File: config.mk
export PLATFORM = sky130hd
export DESIGN_NAME = bus_interface
export DESIGN_NICKNAME = d
export VERILOG_FILES = /design/src/hw/xvid_pkg.sv /design/src/hw/bus_interface.sv
export SDC_FILE = /design/constraint.sdc
export NUM_CORES = 1
export LEC_CHECK = 0
export BUFFER_PORTS_ARGS = -buffer_cell sky130_fd_sc_hd__buf_2
export CAP_MARGIN = 30
export CORE_MARGIN = 10
export CORE_UTILIZATION = 49
export DETAILED_ROUTE_END_ITERATION = 10
export GPL_TIMING_DRIVEN = 0
export HOLD_SLACK_MARGIN = 0.05
export PLACE_DENSITY = 0.74
export SYNTH_ARGS = -nofsm -noshare
export SYNTH_HDL_FRONTEND = slang
export SYNTH_SLANG_ARGS = --single-unit
File: constraint.sdc
create_clock -name clk -period 1.5 [get_ports clk]
set_input_delay 0.3 -clock clk [delete_from_list [all_inputs] [get_ports clk]]
set_output_delay 0.3 -clock clk [all_outputs]
set_load 0.01 [all_outputs]
File: src/hw/xvid_pkg.sv
`default_nettype none

package xvid_pkg;

    // host bus levels
    localparam logic CS_ENABLED = 1'b0;              // bus_cs_n_i level that selects the chip
    localparam logic RNW_READ   = 1'b1;              // bus_rd_nwr_i level for a read

    // word widths
    localparam int REG_NUM_W = 4;                    // register number width
    localparam int WORD_W    = 16;                   // register and vram word width

    // register numbers, 4 to 15 unused and read as zero
    localparam logic [REG_NUM_W-1:0] REG_VRAM_DATA = 4'h0;  // vram data window
    localparam logic [REG_NUM_W-1:0] REG_WR_ADDR   = 4'h1;  // vram write address
    localparam logic [REG_NUM_W-1:0] REG_RD_ADDR   = 4'h2;  // vram read address
    localparam logic [REG_NUM_W-1:0] REG_INCR      = 4'h3;  // auto-increment amount

endpackage

`default_nettype wire
File: src/hw/bus_interface.sv
`timescale 1ns/1ps
`default_nettype none

module bus_interface (
    input  logic                         clk,
    input  logic                         reset_i,
    input  logic                         bus_cs_n_i,      // chip select, async
    input  logic                         bus_rd_nwr_i,    // read / not write, async
    input  logic                         bus_bytesel_i,   // 0 even byte, 1 odd byte
    input  logic [xvid_pkg::REG_NUM_W-1:0] bus_reg_num_i, // register number, async
    input  logic [7:0]                   bus_data_i,      // write byte from host
    output logic [7:0]                   bus_data_o,      // read byte to host
    output logic                         write_strobe_o,  // one cycle, odd byte write
    output logic                         read_strobe_o,   // one cycle, any read
    output logic                         read_odd_o,      // read was of the odd byte
    output logic [xvid_pkg::REG_NUM_W-1:0] reg_num_o,     // synchronized register number
    output logic [xvid_pkg::WORD_W-1:0]  reg_data_o,      // assembled write word
    input  logic [xvid_pkg::WORD_W-1:0]  reg_data_i       // readback word
);
    import xvid_pkg::*;

    // two-stage synchronizers, new sample enters at the top and shifts down
    logic [2:0]                 sel_r;          // extra low bit keeps the previous level
    logic [1:0]                 read_r;
    logic [1:0]                 bytesel_r;
    logic [1:0][REG_NUM_W-1:0]  reg_num_r;
    logic [1:0][7:0]            data_r;

    // synchronized views of the bus
    logic                       sel_rise;       // select just became active
    logic                       sel_held;       // select active past its rising edge
    logic                       is_write;
    logic                       bytesel;
    logic [REG_NUM_W-1:0]       reg_num;
    logic [7:0]                 data;

    // even byte waits here for its odd partner
    logic [REG_NUM_W-1:0]       even_reg;
    logic [7:0]                 even_data;

    assign sel_rise = (sel_r[1:0] == 2'b10);    // synced high, previous low
    assign sel_held = sel_r[0];
    assign is_write = ~read_r[0];
    assign bytesel  = bytesel_r[0];
    assign reg_num  = reg_num_r[0];
    assign data     = data_r[0];

    assign reg_num_o = reg_num;                 // reg_control selects readback with this

    // synchronizer shift chains
    always_ff @(posedge clk) begin
        if (reset_i) begin
            sel_r <= 3'b000;                    // no select seen
        end else begin
            sel_r <= {(bus_cs_n_i == CS_ENABLED), sel_r[2:1]};   // stored active high
        end
    end

    always_ff @(posedge clk) begin
        read_r    <= {(bus_rd_nwr_i == RNW_READ), read_r[1]};
        bytesel_r <= {bus_bytesel_i, bytesel_r[1]};
        reg_num_r <= {bus_reg_num_i, reg_num_r[1]};
        data_r    <= {bus_data_i, data_r[1]};
    end

    // strobes and even byte buffer
    always_ff @(posedge clk) begin
        if (reset_i) begin
            write_strobe_o <= 1'b0;
            read_strobe_o  <= 1'b0;
            read_odd_o     <= 1'b0;
            even_reg       <= '0;
            even_data      <= 8'h00;
        end else begin
            write_strobe_o <= 1'b0;             // pulses last one cycle
            read_strobe_o  <= 1'b0;
            if (sel_rise) begin
                if (is_write) begin
                    if (bytesel) begin
                        write_strobe_o <= 1'b1; // odd byte completes the word
                    end else begin
                        even_reg  <= reg_num;   // remember which register it was for
                        even_data <= data;
                    end
                end else begin
                    read_strobe_o <= 1'b1;
                    read_odd_o    <= bytesel;
                end
            end
        end
    end

    // assembled word, upper byte only if the even byte went to the same register
    always_ff @(posedge clk) begin
        if (sel_rise && is_write && bytesel) begin
            if (reg_num == even_reg) begin
                reg_data_o <= {even_data, data};
            end else begin
                reg_data_o <= {8'h00, data};    // odd-only write
            end
        end
    end

    // read byte tracks register and bytesel until the select is taken,
    // then holds so a prefetch during the select cannot change it
    always_ff @(posedge clk) begin
        if (!sel_held) begin
            bus_data_o <= bytesel ? reg_data_i[7:0] : reg_data_i[15:8];
        end
    end

endmodule

`default_nettype wire

==> results of run 1 <==
==> worst max path at each step <==
| stage | endpoint | slack, ns | cells after the start |
|---|---|---|---|
| finish | reg_data_o[3]$_DFFE_PP_ | 0.10 | 2 |
| global route | reg_data_o[3]$_DFFE_PP_ | 0.01 | 2 |
| CTS | reg_data_o[14]$_SDFFCE_PP0P_ | 0.08 | 3 |
| detailed placement | reg_data_o[1]$_DFFE_PP_ | -0.03 | 2 |
| global placement | reg_data_o[1]$_DFFE_PP_ | 0.0006 | 2 |
| floorplan | reg_data_o[0]$_DFFE_PP_ | 0.16 | 2 |
==> layout make-up <==
cell class	count	area (um2)	area share, %
tap	50	62.6	2.24
clock inverter	7	73.8	2.64
sequential	70	1640	58.8
inverter	1	3.75	0.134
buffer	9	58.8	2.10
multi-input combinational	68	439	15.7
clock buffer	9	124	4.43
timing repair buffer	70	390	14.0
==> synthesized netlist by cell type (all sizes together) <==
| cell type | n |
|---|---|
| mux2i | 1 |
| buf | 8 |
| mux2 | 8 |
| or4b | 1 |
| inv | 1 |
| xor2 | 4 |
| a21oi | 12 |
| and2 | 8 |
| nand3b | 1 |
| and4bb | 1 |
| nand2 | 24 |
| dfxtp | 46 |
| nor4b | 1 |
| nor2b | 3 |
| edfxtp | 24 |
| nor2 | 3 |
| clkbuf | 1 |
| nor4 | 1 |
==> logic make-up after synthesis <==
group                     Yosys count  share of synthesized area (%)
muxes                               9                           4.70
xor gates and xnor gates            4                           1.64
and+or+nand+nor                    43                           10.9
DFF                                70                           77.0
AOI/OAI and AO/OA                  12                           2.82
buffers and inverters              10                           2.94
==> report_power, final <==
| part | switching (uW) | leakage [uW] | total (uW) | internal (uW) |
|---|---|---|---|---|
| clock network | 694 | 0.0000996 | 1470 | 772 |
| registers | 27.8 | 0.000625 | 2060 | 2030 |
| logic | 80.3 | 0.000468 | 177 | 97.0 |
| total | 802 | 0.00119 | 3700 | 2900 |
==> layer usage <==
| metal | part of all wire (%) | GRT usage, % | vias to the layer above |
|---|---|---|---|
| li1 | - | - | 660 |
| met1 | 37 | 12.1 | 612 |
| met5 | 0 | 0 | - |
| met2 | 52 | 20.1 | 52 |
| met3 | 8.8 | 6.43 | 10 |
| met4 | 2.0 | 6.44 | 0 |
==> through the flow <==
step | setup TNS [ns] | util, % | area, um2 | setup slack, ns
6_report | 0 | 67.9 | 2790 | 0.102
5_1_grt | 0 | 67.9 | 2790 | 0.00956
4_1_cts | 0 | 67.0 | 2760 | 0.0826
3_5_place_dp | -0.468 | 60.8 | 2500 | -0.0297
3_3_place_gp | 0 | 60.8 | 2500 | 0.000556
2_1_floorplan | 0 | - | 2130 | 0.160
==> timing repair <==
action,CTS,global route
hold buffers,5,3
cloned,0,0
endpoints found under the setup margin,16,2
gates resized for setup,1,1
endpoints found under the hold margin,5,3
==> flow_summary.toml, run 1 <==
[clock_network]
path_clk_slew_ns = 0.07
insertion_delay_ns = 0.34
clockRootBuffer = "clkbuf_8"
htreeDepth = 3
cts_tree = "done"
max-clock-path-buffers = 2
numClockSinks = 70
postCtsSetupBuffers = 0
cts_buffers = 9

[critical_path]
crit_fanout = 17
crit_family = "simple AND/OR/NAND/NOR gates"
critical_path_class = "reg2reg"
cp.buffers_inverters = 1
critPathSlowestCell = "and4bb_4"
reg2reg_from = "bytesel_r[0]$_DFF_P_"
worstPathArrival_ns = 1.41
reg2reg_to = "reg_data_o[3]$_DFFE_PP_"
reg2reg_depth = 2
worstPathCellList = "buf_2 -> and4bb_4"
crit_start = "bytesel_r[0]$_DFF_P_"
cp-end-kind = "flip-flop"
start_kind = "flip-flop"
max_stage_delay_ns = 0.45
r2r_slack_ns = 0.10
worstPathRequired_ns = 1.51

[routing]
drc_errors = 0
wl_per_cell_um = 15.3
drt_wl_total_mm = 4.35
drtIter0Drc = 90
antenna_left = 0
dr_total_vias = 1334
vias_per_cell = 4.70
drtPass1Iterations = 6

[global_routing]
antenna_found_initial = 0
overflow = 0
grt_pass1_vias = 1415
grt_pass1_wl_mm = 6.93
grt_max_degree = 18
groute.usage.overall_pct = 12.2

[worst_hold_path]
min_path_type = "in2reg"
whs_path_depth = 1
hold_start = "bus_reg_num_i[2]"
min_to = "reg_num_r[6]$_DFF_P_"

[timing]
setup_viol = 0
skew_ns = 0.00950
rsz0062_at_grt = "false"
fin_crit_sh_pct = 93.2
max_freq_mhz = 715
whs_ns = 0.0615
hold_violations = 0
worstMarginPinSlew_ns = 0.449
period_needed_ns = 1.40
relSlewSlack_pct = 70.1
slew_violations = 0

[floorplan]
rows = 23
start_util_pct = 51.8
die_width_um = 85.9
top_level_ports = 64
die_area_mm2 = 0.00739
core_area_mm2 = 0.00412
die_y_um = 85.9

[cells_and_area]
layout_commonest_cell = "buf_2"
area_delta_synth_final_pct = 31.1
most-common-layout-cells = "buf_2 (64), dfxtp_1 (46), nand2_1 (24), edfxtp_1 (24), a21oi_1 (12)"
nets = 262
largest_reg_flops = 16
drive_above_1_share_pct = 41.5
regMostFlops = "reg_data_o"
final_cells = 284
nFillCells = 323
diodes = 0

[placement]
gp_congestion = 0.689
dp_cells = 260
io_buffers = 62
dpl.hpwl_mm = 3.03

[pwr]
peakVddDrop_mv = 0.726
p_leak_uw = 0.00119
report.power.total_uw = 3700
p_per_area_mw_per_mm2 = 1320

[synthesis]
synth_area_mm2 = 0.00213
synth_nets = 181
synth_area_leaders = "dfxtp_1 (43%), edfxtp_1 (34%), mux2_2 (4.2%)"
synth_cell_types = 21
yosysSeqAreaShare_pct = 77.0
synth_top_area_share_pct = 43.2
yosys_register_bits = 70
avgSynthCellArea_um2 = 14.4
yosys_warnings = 0
yosysTopAreaCell = "dfxtp_1"
syn_inst = 148

[run]
drv_cap = 0

[outcome]
run_status = "completed"
Note: power is estimated with default switching activity, not from simulation.
==> run 2: changes to the inputs <==
CTS_BUF_LIST = sky130_fd_sc_hd__clkbuf_16   (was not set)
==> run 2 against run 1 <==
Total power rose by 15%; critical endpoint unchanged; combinational power is 10% lower; largest power group unchanged; clock power rose by 39%; flip-flop and latch count unchanged; largest cell class unchanged; non-clock buffer count down 8; highest routed layer unchanged.
==> flow_summary.toml, run 2 (synthesis gave the netlist of run 1 again) <==
[outcome]
run_status = "completed"

[timing]
skew_ns = 0.00531
max_freq_mhz = 720
worstMarginPinSlew_ns = 0.446
whs_ns = 0.0765
setup_viol = 0
period_needed_ns = 1.39
fin_crit_sh_pct = 92.6
slew_violations = 0
hold_violations = 0
relSlewSlack_pct = 70.3
rsz0062_at_grt = "false"

[cells_and_area]
regMostFlops = "reg_data_o"
diodes = 0
nets = 254
drive_above_1_share_pct = 42.9
nFillCells = 313
most-common-layout-cells = "buf_2 (64), dfxtp_1 (46), nand2_1 (24), edfxtp_1 (24), a21oi_1 (12)"
fin_area_mm2 = 0.00282
finish.utilization_pct = 68.4
layout_commonest_cell = "buf_2"
largest_reg_flops = 16
area_delta_synth_final_pct = 32.1
final_cells = 276

[clock_network]
path_clk_slew_ns = 0.05
max-clock-path-buffers = 2
insertion_delay_ns = 0.32
htreeDepth = 3
cts_buffers = 9
postCtsSetupBuffers = 0
clockRootBuffer = "clkbuf_16"
cts_tree = "done"
numClockSinks = 70

[global_routing]
antenna_found_initial = 0
grt_max_degree = 18
groute.usage.overall_pct = 12.4
grt_pass1_wl_mm = 7.08
overflow = 0
grt_pass1_vias = 1437

[pwr]
p_per_area_mw_per_mm2 = 1510
p_leak_uw = 0.00121
peakVddDrop_mv = 1.11

[run]
drv_cap = 0

[critical_path]
worstPathArrival_ns = 1.39
cp-end-kind = "flip-flop"
worstPathRequired_ns = 1.50
critical_path_class = "reg2reg"
r2r_slack_ns = 0.11
start_kind = "flip-flop"
crit_fanout = 17

[floorplan]
rows = 23
top_level_ports = 64
start_util_pct = 51.8
die_width_um = 85.9
core_area_mm2 = 0.00412
die_area_mm2 = 0.00739
die_y_um = 85.9

[placement]
dpl.hpwl_mm = 3.03
placed_cell_area_mm2 = 0.00250
dp_cells = 260
io_buffers = 62
gp_congestion = 0.689

[routing]
wl_per_cell_um = 15.7
drc_errors = 0
drt_wl_total_mm = 4.34
dr_total_vias = 1321
antenna_left = 0
drtPass1Iterations = 4
drtIter0Drc = 80
vias_per_cell = 4.79

[worst_hold_path]
min_path_type = "in2reg"
## run 2: layout make-up
class / instances / area [um2] / area share (%)
Buffer: 9 / 58.8 / 2.09
Clock buffer: 9 / 225 / 8.00
Clock inverter: 7 / 73.8 / 2.62
Inverter: 1 / 3.75 / 0.133
Multi-Input combinational cell: 68 / 439 / 15.6
Sequential cell: 70 / 1640 / 58.3
Tap cell: 50 / 62.6 / 2.22
Timing Repair Buffer: 62 / 310 / 11.0
## run 2: critical path, cell delays in order (launching register included)
cell      delay (ns)
dfxtp_1         0.36
buf_2           0.26
and4bb_4        0.45
## run 2: worst paths after layout
path / from / to / depth (start not counted)
max: bytesel_r[0]$_DFF_P_ / reg_data_o[3]$_DFFE_PP_ / 2
min: bus_reg_num_i[3] / reg_num_r[7]$_DFF_P_ / 1
max reg2reg: bytesel_r[0]$_DFF_P_ / reg_data_o[3]$_DFFE_PP_ / 2
min reg2reg: reg_num_r[4]$_DFF_P_ / reg_num_o[0]$_DFF_P_ / 0
## run 2: routing by layer
metal | track usage [%] | vias to the layer above | part of all wire (%)
li1 | - | 645 | -
met2 | 20.8 | 41 | 52
met3 | 6.72 | 8 | 8.1
met4 | 5.24 | 0 | 1.2
met1 | 12.5 | 627 | 38
met5 | 0 | - | 0
## run 2: stage by stage
| step | worst slack, ns | TNS [ns] | total power (uW) |
|---|---|---|---|
| after floorplan | 0.160 | 0 | 2170 |
| after global placement | 0.000556 | 0 | 2250 |
| after detailed placement | -0.0297 | -0.468 | 2260 |
| after CTS | 0.0837 | 0 | 4290 |
| after global routing | 0.0120 | 0 | 4390 |
| final | 0.111 | 0 | 4260 |
## run 2: timing repair
item	4_1_cts	5_1_grt
cloned	0	0
gates resized for setup	1	1
setup endpoints to repair	16	1
hold buffers	0	0
## run 2: report_power, final
part           internal, uW  switching, uW  leakage, uW
Combinational          83.4           76.1     0.000435
Sequential             2030           28.1     0.000625
Clock                  1290            753     0.000146
