`src/hw/xvid_pkg.sv`:
```
`default_nettype none

package xvid_pkg;

    // host bus levels
    localparam logic CS_ENABLED = 1'b0;              // bus_cs_n_i level that selects the chip
    localparam logic RNW_READ   = 1'b1;              // bus_rd_nwr_i level for a read

    // word widths
    localparam int REG_NUM_W = 4;                    // register number width
    localparam int WORD_W    = 16;                   // register and vram word width

    // register numbers, 4 to 15 unused and read as zero
    localparam logic [REG_NUM_W-1:0] REG_VRAM_DATA = 4'h0;  // vram data window
    localparam logic [REG_NUM_W-1:0] REG_WR_ADDR   = 4'h1;  // vram write address
    localparam logic [REG_NUM_W-1:0] REG_RD_ADDR   = 4'h2;  // vram read address
    localparam logic [REG_NUM_W-1:0] REG_INCR      = 4'h3;  // auto-increment amount

endpackage

`default_nettype wire
```
`src/hw/reg_control.sv`:
```
`timescale 1ns/1ps
`default_nettype none

module reg_control #(
    parameter int VRAM_AW      = 10,                      // vram word address width
    parameter int PIPE_CREDITS = 2                        // queue depth downstream
) (
    input  logic                          clk,
    input  logic                          reset_i,
    input  logic                          write_strobe_i,
    input  logic                          read_strobe_i,
    input  logic                          read_odd_i,
    input  logic [xvid_pkg::REG_NUM_W-1:0] reg_num_i,
    input  logic [xvid_pkg::WORD_W-1:0]   reg_data_i,     // word to write
    output logic [xvid_pkg::WORD_W-1:0]   reg_data_o,     // word of the selected register
    output logic                          req_valid_o,
    output logic                          req_write_o,    // 1 write, 0 read
    output logic [VRAM_AW-1:0]            req_addr_o,
    output logic [xvid_pkg::WORD_W-1:0]   req_data_o,
    input  logic                          credit_i,       // one queue entry freed
    input  logic                          rd_valid_i,
    input  logic [xvid_pkg::WORD_W-1:0]   rd_data_i
);
    import xvid_pkg::*;

    localparam int CNT_W = $clog2(PIPE_CREDITS + 1);

    // register file
    logic [VRAM_AW-1:0]     wr_addr;
    logic [VRAM_AW-1:0]     rd_addr;
    logic [WORD_W-1:0]      incr;
    logic [WORD_W-1:0]      rd_word;            // prefetched vram word

    logic [VRAM_AW-1:0]     incr_a;             // increment wraps at vram size
    logic [VRAM_AW-1:0]     rd_next;
    logic                   data_read;          // odd byte read of the data window

    // request from this cycle's strobe
    logic                   new_req;
    logic                   new_write;
    logic [VRAM_AW-1:0]     new_addr;
    logic [WORD_W-1:0]      new_data;

    // credit counter and one-entry holding register
    logic [CNT_W-1:0]       credits;
    logic                   has_credit;
    logic                   hold_valid;
    logic                   hold_write;
    logic [VRAM_AW-1:0]     hold_addr;
    logic [WORD_W-1:0]      hold_data;
    logic                   send_hold;
    logic                   send_new;
    logic                   park_new;

    assign incr_a    = incr[VRAM_AW-1:0];
    assign rd_next   = rd_addr + incr_a;
    assign data_read = read_strobe_i && read_odd_i && (reg_num_i == REG_VRAM_DATA);

    // decode strobes into vram requests
    always_comb begin
        new_req   = 1'b0;
        new_write = 1'b0;
        new_addr  = wr_addr;
        new_data  = reg_data_i;
        if (write_strobe_i && (reg_num_i == REG_VRAM_DATA)) begin
            new_req   = 1'b1;                   // store at the write address
            new_write = 1'b1;
        end else if (write_strobe_i && (reg_num_i == REG_RD_ADDR)) begin
            new_req  = 1'b1;                    // prefetch at the new read address
            new_addr = reg_data_i[VRAM_AW-1:0];
        end else if (data_read) begin
            new_req  = 1'b1;                    // word consumed, fetch the next one
            new_addr = rd_next;
        end
    end

    assign has_credit = (credits != '0);
    assign send_hold  = hold_valid && has_credit;               // parked request goes first
    assign send_new   = new_req && has_credit && !hold_valid;
    assign park_new   = new_req && !send_new;                   // no credit, or hold busy

    // register updates, one cycle after the strobe
    always_ff @(posedge clk) begin
        if (reset_i) begin
            wr_addr <= '0;
            rd_addr <= '0;
            incr    <= WORD_W'(1);
            rd_word <= '0;
        end else begin
            if (write_strobe_i) begin
                case (reg_num_i)
                    REG_VRAM_DATA: wr_addr <= wr_addr + incr_a;   // auto-increment
                    REG_WR_ADDR:   wr_addr <= reg_data_i[VRAM_AW-1:0];
                    REG_RD_ADDR:   rd_addr <= reg_data_i[VRAM_AW-1:0];
                    REG_INCR:      incr    <= reg_data_i;
                    default: ;                                  // unused registers
                endcase
            end
            if (data_read) begin
                rd_addr <= rd_next;
            end
            if (rd_valid_i) begin
                rd_word <= rd_data_i;           // prefetch result
            end
        end
    end

    // credit counter and request valid
    always_ff @(posedge clk) begin
        if (reset_i) begin
            credits     <= CNT_W'(PIPE_CREDITS);
            hold_valid  <= 1'b0;
            req_valid_o <= 1'b0;
        end else begin
            credits     <= credits - CNT_W'(send_hold || send_new) + CNT_W'(credit_i);
            req_valid_o <= send_hold || send_new;
            if (park_new) begin
                hold_valid <= 1'b1;
            end else if (send_hold) begin
                hold_valid <= 1'b0;
            end
        end
    end

    // request payload, from hold or straight from the strobe
    always_ff @(posedge clk) begin
        if (park_new) begin
            hold_write <= new_write;
            hold_addr  <= new_addr;
            hold_data  <= new_data;
        end
        if (send_hold) begin
            req_write_o <= hold_write;
            req_addr_o  <= hold_addr;
            req_data_o  <= hold_data;
        end else if (send_new) begin
            req_write_o <= new_write;
            req_addr_o  <= new_addr;
            req_data_o  <= new_data;
        end
    end

    // readback mux, addresses zero extended
    always_comb begin
        case (reg_num_i)
            REG_VRAM_DATA: reg_data_o = rd_word;
            REG_WR_ADDR:   reg_data_o = {{(WORD_W - VRAM_AW){1'b0}}, wr_addr};
            REG_RD_ADDR:   reg_data_o = {{(WORD_W - VRAM_AW){1'b0}}, rd_addr};
            REG_INCR:      reg_data_o = incr;
            default:       reg_data_o = '0; // registers 4 to 15
        endcase
    end

endmodule

`default_nettype wire

```
`config.mk`:
```
export PLATFORM = sky130hd
export DESIGN_NAME = reg_control
export DESIGN_NICKNAME = d
export VERILOG_FILES = /design/src/hw/xvid_pkg.sv /design/src/hw/reg_control.sv
export SDC_FILE = /design/constraint.sdc
export NUM_CORES = 1
export LEC_CHECK = 0
export ABC_AREA = 1
export BUFFER_PORTS_ARGS = -buffer_cell sky130_fd_sc_hd__buf_2
export CELL_PAD_IN_SITES_DETAIL_PLACEMENT = 1
export CELL_PAD_IN_SITES_GLOBAL_PLACEMENT = 1
export CORE_UTILIZATION = 34
export DETAILED_ROUTE_END_ITERATION = 12
export HOLD_SLACK_MARGIN = 0.15
export PLACE_DENSITY = 0.66
export SYNTH_ARGS = -nofsm -noshare
export SYNTH_HDL_FRONTEND = slang
export SYNTH_SLANG_ARGS = --single-unit
```
`constraint.sdc`:
```
create_clock -name clk -period 4.3 [get_ports clk]
set_input_delay 0.645 -clock clk [delete_from_list [all_inputs] [get_ports clk]]
set_output_delay 0.645 -clock clk [all_outputs]
set_load 0.03 [all_outputs]
```
==> results of run 1 <==
-- how the worst min path moves through the flow --
stage | slack, ps | cells past startpoint | end | start
after global routing | 480 | 1 | hold_data[2]$_DFFE_PP_ | reg_data_i[2]
final | 470 | 2 | incr[14]$_SDFFE_PP0P_ | incr[14]$_SDFFE_PP0P_
after floorplan | 430 | 2 | incr[13]$_SDFFE_PP0P_ | incr[13]$_SDFFE_PP0P_
after detailed placement | 460 | 2 | incr[15]$_SDFFE_PP0P_ | incr[15]$_SDFFE_PP0P_
after CTS | 470 | 2 | incr[15]$_SDFFE_PP0P_ | incr[15]$_SDFFE_PP0P_
after global placement | 450 | 2 | incr[14]$_SDFFE_PP0P_ | incr[14]$_SDFFE_PP0P_
-- synthesized netlist by cell type (2+ instances only) --
library cell / n / area, um2
nand3_2: 2 / 20.02
buf_2: 4 / 20.02
or2_0: 3 / 18.77
o21ai_1: 12 / 60.06
nand3b_1: 2 / 15.01
a31oi_1: 5 / 31.28
a21boi_1: 4 / 30.03
dfxtp_1: 56 / 1121
xor2_1: 5 / 43.79
xnor2_1: 2 / 17.52
buf_4: 2 / 15.01
inv_2: 7 / 26.28
ha_1: 20 / 250.2
nand2_2: 4 / 25.02
nand2_1: 206 / 773.2
fa_1: 2 / 40.04
buf_6: 2 / 22.52
o21ai_0: 46 / 230.2
inv_1: 69 / 259.0
clkbuf_1: 16 / 60.06
nand3_1: 63 / 315.3
o21bai_1: 3 / 22.52
o211ai_1: 3 / 22.52
o2111ai_1: 9 / 78.83
nor2_4: 6 / 67.56
a21oi_1: 37 / 185.2
nor2_1: 54 / 202.7
edfxtp_1: 54 / 1622
or2_2: 2 / 12.51
nand4_1: 3 / 18.77
-- where the power goes --
| group | internal [mW] | total, mW | switching, mW | leakage [nW] |
|---|---|---|---|---|
| registers | 1.13 | 1.15 | 0.0183 | 0.954 |
| logic | 0.0630 | 0.206 | 0.143 | 1.92 |
| clock network | 0.451 | 0.840 | 0.389 | 0.136 |
| total | 1.65 | 2.20 | 0.550 | 3.01 |
-- critical path: stages --
cell	delay (ps)
buf_2	100
nor2_2	440
nand3_1	540
inv_1	540
nand2_1	100
o2111ai_1	180
buf_2	260
-- metrics by stage --
| step | hold WS (ps) | instances | instance area [um2] |
|---|---|---|---|
| finish | 467.2 | 1008 | 6601 |
| global route | 479.9 | 1008 | 6601 |
| CTS | 472.7 | 1008 | 6601 |
| detailed placement | 459.3 | 992 | 6311 |
| global placement | 451.1 | 992 | 6311 |
| floorplan | 425.3 | 712 | 5703 |
-- sequential cells by signal, indices dropped and copies added (netlist names) --
name / flops
credits: 2
hold_addr: 10
hold_data: 16
hold_valid: 1
hold_write: 1
incr: 16
rd_addr: 10
rd_word: 16
req_addr_o: 10
req_data_o: 16
req_valid_o: 1
req_write_o: 1
wr_addr: 10
-- per-layer routing --
| metal | vias up | part of all wire [%] | global-route usage, % |
|---|---|---|---|
| met4 | 0 | 2.2 | 7.106 |
| li1 | 2502 | - | - |
| met5 | - | 0 | 0 |
| met2 | 100 | 46 | 33.13 |
| met3 | 18 | 3.7 | 3.202 |
| met1 | 2418 | 48 | 28.03 |
-- area by class of cell --
type,instances,area share (%)
Timing Repair Buffer,89,6.861
Tap cell,216,4.094
Sequential cell,110,41.55
Inverter,77,4.416
Clock buffer,10,3.469
Multi-Input combinational cell,500,38.68
Clock inverter,6,0.9287
-- placed cells by master (no fill, tap or decap), types with 3 or more instances in the layout --
cell type	instances
or2_0	3
nand3_1	63
clkbuf_16	9
dfxtp_1	56
a21boi_1	4
o21bai_1	3
buf_2	86
buf_4	3
nand2_2	4
ha_1	20
inv_2	7
nor2_1	53
a31oi_1	5
nand4_1	3
o211ai_1	3
nor2_4	6
edfxtp_1	54
inv_1	69
o21ai_0	46
o2111ai_1	9
a21oi_1	36
o21ai_1	12
nand2_1	206
xor2_1	5
-- logic make-up (layout without fill, tap and decap cells) --
logic type      Yosys count  count (layout)  share of synthesized area [%]
simple gates            349             349                          26.41
compound gates          122             122                          12.09
flops                   110             110                          48.09
buf+inv                 102             182                          7.240
fa+ha+maj                22              22                          5.090
xor+xnor                  7               7                          1.075
==> impl_metrics.toml, run 1 <==
[drt]
routedWlPerCell_um = 17.04
viasPerCell = 4.998
vias = 5038
drt_iter0_drc = 298
drcViolationCount = 0
drtPass1Iterations = 4
ant_nets = 0
drt-total-wl_um = 17180

[finish]
regArea_um2 = 2743
fillers = 2055
area_growth_pct = 15.75
drive_gt1_share_pct = 16.41
diodes = 0
multi_input_area_um2 = 2554
final_nets = 852
postLayoutCoreUtil_pct = 40.96

[die]
ioPinCount = 87
die_w_um = 131.5
die_y_um = 131.5
dieArea_um2 = 17290
start_util_pct = 35.39
rows = 46
placeableCoreArea_um2 = 16120

[setup_path]
ff2ff_setup_slack_ps = 2180
rr_worst_depth = 10
cp_max_fo = 14
worst_setup_path_start_kind = "primary input"
rr_startpoint = "rd_addr[0]$_SDFFE_PP0P_"
crit_end = "reg_data_o[3]"
r2r-end = "req_addr_o[6]$_DFFE_PN_"
crit_arrival_ps = 2820
startpoint = "reg_num_i[3]"
cp-end-kind = "output pin"
required_ps = 3650
crit_type = "in2out"

[synth]
syn_nets = 777
synth_cell_type_count = 39
synth-async-reset-ratio_pct = 0
ys_ff_latch = 110
syn_area_um2 = 5703
synthCells = 712
seq_area_frac_synth_pct = 48.09
ys.flop_type = "dfxtp_1"
synth.avg_cell_area_um2 = 8.010
synth_edf_count = 54
yosysWarnings = 0

[global_routing]
antenna_found_initial = 0
grt_overflow = 0
grt_pass1_wl_um = 27790
grt_max_degree = 41
first_global_vias = 5134
grtUsageTotal_pct = 20.62

[timing]
setup_viol = 0
rsz0062_at_grt = "no"
tightest_slew_ps = 1187
fmax_mhz = 288.8
relSlewSlack_pct = 20.78
setup_tns_ps = 0
layout_setup_ws_ps = 837.0
clock_skew_ps = 8.099
period_minus_slack_ps = 3463
maxSlewViolCount = 0
finalCritPeriodShare_pct = 80.53
hold_viol = 0

[placed_design]
gp_congestion = 0.8331
hpwl_um = 13390
io_buffers = 86
place_ws_ps = 885.9

[clock_network]
root_buffer = "clkbuf_16"
clk_latency_ps = 360
cts_buffers = 9
cts.sinks = 110
cts_tree = "done"
htree_levels = 3
postCtsSetupBuffers = 0
post_cts_resized = 0
ctsHoldBuffers = 0
clk_pin_slew_ps = 70
cts_buffer_depth = 2

[pwr]
irDropWorstVdd_mv = 0.1856
total_power_mw = 2.196
power-per-cell-area_nw_per_um2 = 332.7
p_leak_nw = 3.014

[outcome]
outcome = "complete, no violations"

[flow_run]
drv_cap = 0

[min_path]
hp-class = "reg2reg"
No activity file was read; power rests on OpenSTA's default activity.
==> inputs of run 2 (changes only) <==
--- a/config.mk
+++ b/config.mk
@@ -12,7 +12,7 @@
 export CORE_UTILIZATION = 34
 export DETAILED_ROUTE_END_ITERATION = 12
 export HOLD_SLACK_MARGIN = 0.15
-export PLACE_DENSITY = 0.66
+export PLACE_DENSITY = 0.68
 export SYNTH_ARGS = -nofsm -noshare
 export SYNTH_HDL_FRONTEND = slang
 export SYNTH_SLANG_ARGS = --single-unit
==> constraint.sdc (replaced) <==
create_clock -name clk -period 2.8 [get_ports clk]
set_input_delay 0.42 -clock clk [delete_from_list [all_inputs] [get_ports clk]]
set_output_delay 0.42 -clock clk [all_outputs]
set_load 0.03 [all_outputs]
==> impl_metrics.toml, run 2 (same netlist as run 1, synthesis figures left out) <==
[finish]
layout_common_cells = "nand2_1, buf_2, inv_1"
final_nets = 859
final_common_cell = "nand2_1"
drive_gt1_share_pct = 17.40
postLayoutCoreUtil_pct = 41.27
area_growth_pct = 16.63
diodes = 0

[placed_design]
gp_congestion = 0.8840
io_buffers = 86
hpwl_um = 13910

[setup_path]
worst_setup_path_start_kind = "primary input"
required_ps = 2380
cp_max_fo = 13
cp-end-kind = "output pin"
slowest_stage = "inv_1"
cp_num_buf_inv = 3
crit_type = "in2out"
cpLargestDelayFamily = "buffers and inverters"
crit_top_cell = "buf_2"
ff2ff_setup_slack_ps = 680
max_stage_delay_ps = 380
path_cells = "buf_2, nor2_2, nand3_1, inv_1, nand2_1, o2111ai_1, buf_2"
crit_arrival_ps = 1800

[drt]
routedWlPerCell_um = 17.32
drt_iter0_drc = 260
viasPerCell = 5.011
drtPass1Iterations = 4
ant_nets = 0
drt-total-wl_um = 17580
vias = 5086
drcViolationCount = 0

[global_routing]
grt_pass1_wl_um = 28230
grt_overflow = 0
grtUsageTotal_pct = 20.99
first_global_vias = 5254
grt_max_degree = 41
antenna_found_initial = 0

[die]
die_w_um = 131.5
placeableCoreArea_um2 = 16120
start_util_pct = 35.39
dieArea_um2 = 17290
ioPinCount = 87
rows = 46
die_y_um = 131.5

[timing]
setup_tns_ps = 0
hold_viol = 0
period_minus_slack_ps = 2218
fmax_mhz = 450.9
rsz0062_at_grt = "no"
tightest_slew_ps = 1231
setup_viol = 0
relSlewSlack_pct = 17.83
clock_skew_ps = 9.359
maxSlewViolCount = 0
finalCritPeriodShare_pct = 79.20

[clock_network]
ctsHoldBuffers = 0
clk_pin_slew_ps = 80
htree_levels = 3
post_cts_resized = 0
cts_buffers = 9
postCtsSetupBuffers = 0
cts_buffer_depth = 2
root_buffer = "clkbuf_16"
cts.sinks = 110
clk_latency_ps = 360
cts_tree = "done"

[pwr]
irDropWorstVdd_mv = 0.3180
power-per-cell-area_nw_per_um2 = 502.2
p_leak_nw = 3.044

[outcome]
outcome = "complete, no violations"

[flow_run]
drv_cap = 0

[min_path]
hp-class = "in2reg"
## run 2: changes by cell type in the layout (fill, tap and decap cells not counted)
cell,before,now
a21oi_2,1,0
clkinv_1,2,1
clkinvlp_4,1,2
a21oi_4,0,1
inv_6,0,1
inv_8,1,2
buf_4,3,10
bufinv_16,1,0
clkbuf_1,1,0
## run 2: cell type report
cell class              instances  area, um2
fillers                      2028       9464
flip-flops and latches        110       2743
inverters                      77      291.5
clock inverters                 7      55.05
well taps                     216      270.3
repair buffers                 96      505.5
clock buffers                   9      225.2
multi-input cells             500       2561
## run 2: final timing paths
| kind | from | endpoint | cells past startpoint |
|---|---|---|---|
| max reg2reg | rd_addr[0]$_SDFFE_PP0P_ | req_addr_o[8]$_DFFE_PN_ | 10 |
| min reg2reg | incr[14]$_SDFFE_PP0P_ | incr[14]$_SDFFE_PP0P_ | 2 |
| min | reg_data_i[13] | hold_data[13]$_DFFE_PP_ | 1 |
| max | reg_num_i[3] | reg_data_o[3] | 7 |
## run 2: where the power goes
group | switching, mW | internal, mW | total [mW] | leakage (nW)
registers | 0.0297 | 1.74 | 1.77 | 0.954
clock network | 0.631 | 0.615 | 1.25 | 0.129
logic | 0.226 | 0.101 | 0.327 | 1.96
total | 0.886 | 2.45 | 3.34 | 3.04
## run 2: routing by layer
metal	routed length, um	vias up	part of all wire, %	global-route usage, %
li1	-	2513	-	-
met4	337	0	1.9	6.331
met5	0	-	0	0
met1	8203	2448	47	27.84
met2	8300	110	47	35.30
met3	735	15	4.2	2.778
## run 2: metrics by stage
step	worst slack, ps	instance area (um2)	hold WS [ps]	instances	total power, mW
final	582.4	6651	274.6	1015	3.340
after CTS	570.3	6651	257.3	1015	3.372
after floorplan	278.7	5714	425.3	712	1.995
after global placement	552.6	6371	447.9	999	2.119
after global routing	431.9	6651	267.7	1015	3.453
after detailed placement	461.6	6371	460.4	999	2.133
